`src/zx_mem_macros.svh`:
```
// Memory pager constants
`ifndef ZX_MEM_MACROS_SVH
`define ZX_MEM_MACROS_SVH

// ========================================
// Bus and window widths
// ========================================

`define ZX_CPU_AW 16     // CPU address bus
`define ZX_WIN_AW 14     // Offset inside one 16K window
`define ZX_RAM_AW 21     // External memory, 2M bytes
`define ZX_SPC_AW 17     // Address span of the +3 special layouts
`define ZX_BANK_W 6      // Up to 64 RAM banks
`define ZX_ROM_PAGE_W 4  // ROM page number
`define ZX_IO_DW 8       // Port write data

// ========================================
// Fixed ROM pages
// ========================================

// All ROM images sit above the RAM banks
`define ZX_ROM_PREFIX 3'b101

`define ZX_TRDOS_PAGE 4'b0101  // Disk system ROM

// Opcode fetches from 3Dxx in the 48K ROM page the disk ROM in
`define ZX_TRAP_HI 8'h3D

`endif

```
`src/zx_mem_pkg.sv`:
```
// Memory pager types
`default_nettype none

package zx_mem_pkg;

	// ========================================
	// Machine model
	// ========================================

	// Codes follow the memory option of the core menu
	typedef enum logic [2:0] {
		MACH_ZX128 = 3'd0, // 128K and +2
		MACH_P1024 = 3'd1, // Pentagon 1024
		MACH_ZX48  = 3'd3,
		MACH_PLUS3 = 3'd4  // +2A and +3
	} machine_t;

	// ========================================
	// Decoded port writes
	// ========================================

	typedef enum logic [1:0] {
		PORT_NONE = 2'd0,
		PORT_7FFD = 2'd1, // Main paging register
		PORT_1FFD = 2'd2, // +3 ROM select and special paging
		PORT_EFF7 = 2'd3  // Pentagon 1024 configuration
	} port_op_t;

endpackage

`default_nettype wire

```
`src/zx_paging_regs.sv`:
```
// Paging register block
`timescale 1ns/100ps
`default_nettype none

`include "zx_mem_macros.svh"

module zx_paging_regs import zx_mem_pkg::*; (
	input  wire                    clk_sys,
	input  wire                    reset,
	input  wire machine_t          machine_sel,
	input  wire                    psel,
	input  wire                    penable,
	input  wire                    pwrite,
	input  wire [`ZX_CPU_AW-1:0]   paddr,
	input  wire [`ZX_IO_DW-1:0]    pwdata,
	output machine_t               machine,
	output logic [`ZX_BANK_W-1:0]  ram_bank,
	output logic                   rom_sel_128,
	output logic                   rom_sel_plus3,
	output logic                   special_mode,
	output logic [1:0]             special_cfg,
	output logic                   active_48_rom
);

	logic [7:0] reg_7ffd;
	logic [2:0] reg_1ffd;      // Motor and printer bits not kept
	logic       eff7_ext_off;  // EFF7 bit 2, freezes the extended bank bits
	logic [2:0] ext_bank;      // Pentagon 1024 bank bits above 7FFD[2:0]
	port_op_t   port_op;
	logic       io_write;
	logic       locked;
	logic       is_48;
	logic       is_plus3;
	logic       is_p1024;

	assign is_48    = (machine == MACH_ZX48);
	assign is_plus3 = (machine == MACH_PLUS3);
	assign is_p1024 = (machine == MACH_P1024);

	// Access phase of an APB write
	assign io_write = psel & penable & pwrite;

	// ========================================
	// Port decoding
	// ========================================

	always_comb begin
		port_op = PORT_NONE;
		if (!paddr[15] && !paddr[1] && (paddr[14] || !is_plus3))
			port_op = PORT_7FFD;
		else if (is_plus3 && (paddr[15:12] == 4'b0001) && !paddr[1])
			port_op = PORT_1FFD;
		else if (is_p1024 && (paddr[15:13] == 3'b111) && !paddr[12] && !paddr[3])
			port_op = PORT_EFF7;
	end

	// 48K never pages, the others lock on 7FFD bit 5
	assign locked = is_48
		| (~is_p1024 & reg_7ffd[5])
		| (is_p1024 & eff7_ext_off & reg_7ffd[5]);

	// ========================================
	// Registers
	// ========================================

	always_ff @(posedge clk_sys) begin
		if (reset) begin
			machine      <= machine_sel; // Model only changes across a reset
			reg_7ffd     <= '0;
			reg_1ffd     <= '0;
			eff7_ext_off <= 1'b0;
			ext_bank     <= '0;
		end else if (io_write) begin
			case (port_op)
				PORT_7FFD: begin
					if (!locked) begin
						reg_7ffd <= pwdata;
						if (is_p1024 && !eff7_ext_off)
							ext_bank <= {pwdata[5], pwdata[7:6]};
					end
				end
				PORT_1FFD: begin
					if (!locked)
						reg_1ffd <= pwdata[2:0];
				end
				PORT_EFF7: eff7_ext_off <= pwdata[2]; // Not subject to the lock
				default: ;
			endcase
		end
	end

	assign ram_bank      = {ext_bank, reg_7ffd[2:0]};
	assign rom_sel_128   = reg_7ffd[4];
	assign rom_sel_plus3 = reg_1ffd[2];
	assign special_mode  = reg_1ffd[0];
	assign special_cfg   = reg_1ffd[2:1];

	// BASIC ROM visible, which arms the disk ROM trap
	assign active_48_rom = is_48
		| (reg_7ffd[4] & ~is_plus3)
		| (is_plus3 & reg_7ffd[4] & reg_1ffd[2] & ~reg_1ffd[0]);

	// While locked, 7FFD holds its value
	assert property (@(posedge clk_sys) disable iff (reset)
		locked |=> $stable(reg_7ffd))
		else $error("7FFD changed while paging was locked");

endmodule

`default_nettype wire

```
`src/zx_rom_trap.sv`:
```
// Disk ROM trap
`timescale 1ns/100ps
`default_nettype none

`include "zx_mem_macros.svh"

module zx_rom_trap (
	input  wire                   clk_sys,
	input  wire                   reset,
	input  wire                   m1,
	input  wire [`ZX_CPU_AW-1:0]  mem_addr,
	input  wire                   active_48_rom,
	output logic                  trdos_en
);

	logic fetch_ram;  // Fetch outside window 0
	logic fetch_trap; // Fetch from the trap page of the 48K ROM

	assign fetch_ram  = m1 & (|mem_addr[15:14]);
	assign fetch_trap = m1 & (mem_addr[15:8] == `ZX_TRAP_HI) & active_48_rom;

	// ========================================
	// Enable flag
	// ========================================

	// Updated at the fetch edge, so the trapping fetch
	// itself still reads the old ROM page
	always_ff @(posedge clk_sys) begin
		if (reset)
			trdos_en <= 1'b0;
		else if (fetch_ram)
			trdos_en <= 1'b0; // Leaving ROM space pages the disk ROM out
		else if (fetch_trap)
			trdos_en <= 1'b1;
	end

	// Only opcode fetches move the flag
	assert property (@(posedge clk_sys) disable iff (reset)
		!m1 |=> $stable(trdos_en))
		else $error("Disk ROM enable changed without an opcode fetch");

endmodule

`default_nettype wire

```
`src/zx_addr_mapper.sv`:
```
// CPU to external address mapper
`timescale 1ns/100ps
`default_nettype none

`include "zx_mem_macros.svh"

module zx_addr_mapper import zx_mem_pkg::*; (
	input  wire                    clk_sys,
	input  wire                    reset,
	input  wire machine_t          machine,
	input  wire [`ZX_CPU_AW-1:0]   mem_addr,
	input  wire                    mem_rd,
	input  wire                    mem_wr,
	input  wire [`ZX_BANK_W-1:0]   ram_bank,
	input  wire                    rom_sel_128,
	input  wire                    rom_sel_plus3,
	input  wire                    special_mode,
	input  wire [1:0]              special_cfg,
	input  wire                    trdos_en,
	output logic [`ZX_RAM_AW-1:0]  ram_addr,
	output logic                   ram_rd,
	output logic                   ram_wr
);

	logic [1:0]                window;
	logic [`ZX_WIN_AW-1:0]     offset;
	logic [`ZX_ROM_PAGE_W-1:0] rom_page;
	logic [`ZX_RAM_AW-1:0]     addr_next;
	logic                      is_48;
	logic                      cfg_or;
	logic                      cfg_and;

	assign window  = mem_addr[15:14];
	assign offset  = mem_addr[`ZX_WIN_AW-1:0];
	assign is_48   = (machine == MACH_ZX48);
	assign cfg_or  = |special_cfg;
	assign cfg_and = &special_cfg;

	// ========================================
	// ROM page select
	// ========================================

	always_comb begin
		if (trdos_en)
			rom_page = `ZX_TRDOS_PAGE;
		else if (machine == MACH_PLUS3)
			rom_page = {2'b10, rom_sel_plus3, rom_sel_128}; // Four +3 ROMs
		else
			rom_page = {is_48, 2'b11, is_48 | rom_sel_128};
	end

	// ========================================
	// Window translation
	// ========================================

	always_comb begin
		if (special_mode) begin
			// All-RAM layouts, banks 0 to 7 only
			case (window)
				2'd0: addr_next = {{(`ZX_RAM_AW - `ZX_SPC_AW){1'b0}}, cfg_or, 2'b00, offset};
				2'd1: addr_next = {{(`ZX_RAM_AW - `ZX_SPC_AW){1'b0}}, cfg_or, cfg_and, 1'b1,
					offset};
				2'd2: addr_next = {{(`ZX_RAM_AW - `ZX_SPC_AW){1'b0}}, cfg_or, 2'b10, offset};
				default: addr_next = {{(`ZX_RAM_AW - `ZX_SPC_AW){1'b0}},
					special_cfg == 2'b01, 2'b11, offset};
			endcase
		end else begin
			case (window)
				2'd0: addr_next = {`ZX_ROM_PREFIX, rom_page, offset};
				2'd1: addr_next = {{(`ZX_RAM_AW - `ZX_BANK_W - `ZX_WIN_AW){1'b0}},
					`ZX_BANK_W'(5), offset};
				2'd2: addr_next = {{(`ZX_RAM_AW - `ZX_BANK_W - `ZX_WIN_AW){1'b0}},
					`ZX_BANK_W'(2), offset};
				default: addr_next = {{(`ZX_RAM_AW - `ZX_BANK_W - `ZX_WIN_AW){1'b0}},
					ram_bank, offset}; // Paged window at C000
			endcase
		end
	end

	// ========================================
	// Output stage
	// ========================================

	always_ff @(posedge clk_sys) begin
		if (mem_rd || mem_wr)
			ram_addr <= addr_next; // Held between accesses
	end

	always_ff @(posedge clk_sys) begin
		if (reset) begin
			ram_rd <= 1'b0;
			ram_wr <= 1'b0;
		end else begin
			ram_rd <= mem_rd;
			ram_wr <= mem_wr & (special_mode | (|window)); // ROM is read only
		end
	end

	assert property (@(posedge clk_sys) disable iff (reset) !(ram_rd && ram_wr))
		else $error("Read and write strobes raised together");

endmodule

`default_nettype wire

```
`src/zx_memory_pager.sv`:
```
// Memory paging unit
`timescale 1ns/100ps
`default_nettype none

`include "zx_mem_macros.svh"

module zx_memory_pager import zx_mem_pkg::*; (
	input  wire                    clk_sys,
	input  wire                    reset,
	input  wire machine_t          machine_sel,
	// APB port writes
	input  wire                    psel,
	input  wire                    penable,
	input  wire                    pwrite,
	input  wire [`ZX_CPU_AW-1:0]   paddr,
	input  wire [`ZX_IO_DW-1:0]    pwdata,
	// CPU memory cycle
	input  wire [`ZX_CPU_AW-1:0]   mem_addr,
	input  wire                    mem_rd,
	input  wire                    mem_wr,
	input  wire                    m1,
	// External memory
	output wire [`ZX_RAM_AW-1:0]   ram_addr,
	output wire                    ram_rd,
	output wire                    ram_wr
);

	wire machine_t              machine;
	wire [`ZX_BANK_W-1:0]       ram_bank;
	wire                        rom_sel_128;
	wire                        rom_sel_plus3;
	wire                        special_mode;
	wire [1:0]                  special_cfg;
	wire                        active_48_rom;
	wire                        trdos_en;

	// ========================================
	// Paging state
	// ========================================

	zx_paging_regs u_paging_regs (
		.clk_sys       (clk_sys),
		.reset         (reset),
		.machine_sel   (machine_sel),
		.psel          (psel),
		.penable       (penable),
		.pwrite        (pwrite),
		.paddr         (paddr),
		.pwdata        (pwdata),
		.machine       (machine),
		.ram_bank      (ram_bank),
		.rom_sel_128   (rom_sel_128),
		.rom_sel_plus3 (rom_sel_plus3),
		.special_mode  (special_mode),
		.special_cfg   (special_cfg),
		.active_48_rom (active_48_rom)
	);

	zx_rom_trap u_rom_trap (
		.clk_sys       (clk_sys),
		.reset         (reset),
		.m1            (m1),
		.mem_addr      (mem_addr),
		.active_48_rom (active_48_rom),
		.trdos_en      (trdos_en)
	);

	// ========================================
	// Translation
	// ========================================

	zx_addr_mapper u_addr_mapper (
		.clk_sys       (clk_sys),
		.reset         (reset),
		.machine       (machine),
		.mem_addr      (mem_addr),
		.mem_rd        (mem_rd),
		.mem_wr        (mem_wr),
		.ram_bank      (ram_bank),
		.rom_sel_128   (rom_sel_128),
		.rom_sel_plus3 (rom_sel_plus3),
		.special_mode  (special_mode),
		.special_cfg   (special_cfg),
		.trdos_en      (trdos_en),
		.ram_addr      (ram_addr),
		.ram_rd        (ram_rd),
		.ram_wr        (ram_wr)
	);

endmodule

`default_nettype wire

```
`config.mk`:
```
export PLATFORM = sky130hd
export DESIGN_NAME = zx_memory_pager
export DESIGN_NICKNAME = d
export VERILOG_FILES = /design/src/zx_mem_pkg.sv /design/src/zx_paging_regs.sv /design/src/zx_rom_trap.sv /design/src/zx_addr_mapper.sv /design/src/zx_memory_pager.sv
export VERILOG_INCLUDE_DIRS = /design/src
export SDC_FILE = /design/constraint.sdc
export NUM_CORES = 1
export LEC_CHECK = 0
export ABC_AREA = 1
export BUFFER_PORTS_ARGS = -buffer_cell sky130_fd_sc_hd__buf_4
export CAP_MARGIN = 20
export CORE_UTILIZATION = 35
export CTS_BUF_LIST = sky130_fd_sc_hd__clkbuf_8
export DETAILED_ROUTE_END_ITERATION = 12
export PLACE_DENSITY = 0.67
export SLEW_MARGIN = 15
export SYNTH_ARGS = -nofsm -noshare
export SYNTH_HDL_FRONTEND = slang
export SYNTH_HIERARCHICAL = 1
export SYNTH_SLANG_ARGS = --single-unit
```
`constraint.sdc`:
```
create_clock -name clk_sys -period 1.65 [get_ports clk_sys]
set_clock_uncertainty 0.1 [all_clocks]
set_input_delay 0.165 -clock clk_sys [delete_from_list [all_inputs] [get_ports clk_sys]]
set_output_delay 0.165 -clock clk_sys [all_outputs]
set_load 0.02 [all_outputs]
```
==> flow_metrics.env <==
export IMPL_status="complete, no violations"
export IMPL_grt_antenna_before_repair=0
export IMPL_switching_share_pct=23.65
export IMPL_vias=1477
export IMPL_first_iter_violations=69
export IMPL_clockRootBuffer="clkbuf_8"
export IMPL_wl_per_cell_um=10.44
export IMPL_critical_path_startpoint_type="flip-flop"
export IMPL_tightest_slew_ns=0.3728
export IMPL_switchingPower_w=0.0005334
export IMPL_fin_crit_ns=1.544
export IMPL_cp_data_arrival_time_ns=1.62
export IMPL_slowest_stage="edfxtp_1"
export IMPL_nNetsFinal=332
export IMPL_area_growth_pct=46.82
export IMPL_slew_viol_final=0
export IMPL_routabilityCongestion=0.8491
export IMPL_synth_mux_area_share_pct=0
export IMPL_num_fill_cells=442
export IMPL_antenna_cells=0
export IMPL_regArea_um2=1021
export IMPL_p_clk_share_pct=34.8
export IMPL_layout_commonest_cell="buf_4"
export IMPL_dpl_hpwl_um=2640
export IMPL_ctsResizeCount=0
export IMPL_tns_ns=0
export IMPL_drc=0
export IMPL_worstSetupEndpointType="flip-flop"
export IMPL_core_area_um2=4755
export IMPL_relSlewSlack_pct=74.92
export IMPL_crit_chain="nor2_2 -> nand3_2 -> nor2_1 -> nand2_1 -> nand2_1 -> a21oi_1"
export IMPL_vias_per_cell=4.232
export IMPL_io_buffers=62
export IMPL_p_comb_share_pct=15.6
export IMPL_post_cts_setup_buffers=0
export IMPL_multi_input_comb_area_um2=548.0
export IMPL_die_w_um=72.72
export IMPL_peakVddDrop_mv=0.2971
export IMPL_grt_max_degree=22
export IMPL_worstSetupPathType="reg -> reg"
export IMPL_ys_top_cells_by_area="edfxtp_1, dfxtp_1, nand2_1"
export IMPL_gr_total_overflow=0
export IMPL_synth_top_area_share_pct=41.17
export IMPL_worstPathRequired_ns=1.73
export IMPL_rows=25
export IMPL_htree_levels=2
export IMPL_p_seq_share_pct=49.6
export IMPL_layout_common_cells="buf_4, nand2_1, inv_1, edfxtp_1, dlygate4sd3_1"
export IMPL_post_route_period_util_pct=93.55
export IMPL_synthXorXnorAreaFrac_pct=0
export IMPL_numCtsBuffers=5
export IMPL_drv_cap=0
export IMPL_avgSynthCellArea_um2=8.885
export IMPL_yosys_register_bits=39
export IMPL_synth_adder_area_share_pct=0
export IMPL_yosysSeqAreaShare_pct=58.33
export IMPL_drive_gt1_share_pct=32.27
export IMPL_tritoncts="built"
export IMPL_fp_dieH_um=72.72
export IMPL_die_area_um2=5288
export IMPL_holdWs_ns=0.03103
export IMPL_dr_pass1_iters=4
export IMPL_final_core_util_pct=54.05
export IMPL_grt_pass1_wl_um=5747
export IMPL_hold_buffers=18
export IMPL_p_int_w=0.001722
export IMPL_min_path_type="in -> reg"
export IMPL_wl_um=3642
export IMPL_synth_top_family_by_area="simple AND/OR/NAND/NOR gates"
export IMPL_rsz0062_at_grt="false"
export IMPL_synthSimpleGateAreaFrac_pct=25.59
export IMPL_synth_nets=248
export IMPL_max_clock_path_buffers=2
export IMPL_track_usage_pct=14.42
export IMPL_fmax_ghz=0.6478
export IMPL_synth_compound_area_share_pct=5.718
export IMPL_path_max_fanout=4
export IMPL_yosys_area_top_type="edfxtp_1"
export IMPL_critPathMaxStageDelay_ns=0.46
export IMPL_antenna_left=0
export IMPL_cpMostUsedCell="nand2_1"
export IMPL_clock_sinks=39
export IMPL_syn_area_um2=1750
export IMPL_synth_cell_types=23
export IMPL_clk_transition_reported_paths_ns=0.08
export IMPL_clock_latency_ns=0.29
export IMPL_io_pins=74
export IMPL_setup_viol=0
export IMPL_synthCells=197
export IMPL_grt_pass1_vias=1389
export IMPL_powerDensity_nw_per_um2=877.6
export IMPL_p_leak_nw=1.148
export IMPL_initial_utilization_pct=36.82
export IMPL_hold_viol_final=0
export IMPL_ys_warn_count=6
==> sequential cells by signal, summed over array words and instances (netlist names) <==
signal                      cells
u_addr_mapper/ram_wr            1
u_paging_regs/reg_7ffd          5
u_paging_regs/reg_1ffd          3
u_addr_mapper/ram_addr         21
u_paging_regs/ext_bank          3
u_addr_mapper/ram_rd            1
u_paging_regs/machine           3
u_rom_trap/trdos_en             1
u_paging_regs/eff7_ext_off      1
==> Yosys cell counts, drive strengths merged <==
master and instances:
nand3b 1, nor2 20, dfxtp 15, clkinv 1
a21oi 13, inv 37, o21ai 4, nand4 1
buf 5, nand2 53, nand3 18, nor3 3
nor4 2, edfxtp 24
==> routing by layer <==
metal	wire [µm]	vias up	part of all wire [%]	track usage [%]
met4	53	0	1.5	5.882
met2	1724	45	47	25.03
li1	-	788	-	-
met5	0	-	0	0
met1	1631	638	45	16.58
met3	233	6	6.4	4.282
==> worst max-delay path: cells and delay by family (launching register included) <==
| family | cells | cell delay (ns) |
|---|---|---|
| DFF | 1 | 0.46 |
| AOI/OAI and AO/OA | 1 | 0.06 |
| and+or+nand+nor | 5 | 0.82 |
==> power by group through the flow <==
stage	clock (W)	sequential (W)	combinational [W]
after floorplan	0	0.00120	0.0000798
after global placement	0	0.00114	0.000314
after detailed placement	0	0.00114	0.000318
after CTS	0.000810	0.00112	0.000352
after global routing	0.000852	0.00112	0.000381
final	0.000785	0.00112	0.000351
==> metrics by stage <==
stage | power (W) | instance area, µm² | setup slack, ns | instances
3_3_place_gp | 0.001453 | 2277 | 0.1808 | 323
3_5_place_dp | 0.001458 | 2277 | 0.1394 | 323
5_1_grt | 0.002357 | 2570 | 0.01486 | 349
2_1_floorplan | 0.001284 | 1750 | 0.2975 | 197
6_report | 0.002255 | 2570 | 0.1064 | 349
4_1_cts | 0.002281 | 2570 | 0.1123 | 349
==> path summary, 6_finish.rpt <==
check,startpoint,endpoint,slack [ns],depth (start not counted)
max,u_paging_regs/machine[2],u_paging_regs/ext_bank[1],0.11,6
min,mem_wr,u_addr_mapper/ram_wr,0.03,3
max reg2reg,u_paging_regs/machine[2],u_paging_regs/ext_bank[1],0.11,6
min reg2reg,u_paging_regs/ext_bank[2],u_paging_regs/ext_bank[2],0.38,2
==> cells by family after synthesis <==
| logic type | after synthesis |
|---|---|
| compound gates | 17 |
| flops | 39 |
| buf+inv | 43 |
| simple gates | 98 |
==> final cells by class <==
class,count,share of cell area (%)
sequential,39,39.73
inverter,38,5.599
clock inverter,3,1.704
multi-input combinational,115,21.32
tap,67,3.262
clock buffer,5,2.678
timing repair buffer,82,25.71
No activity file was read; power rests on OpenSTA's default activity.
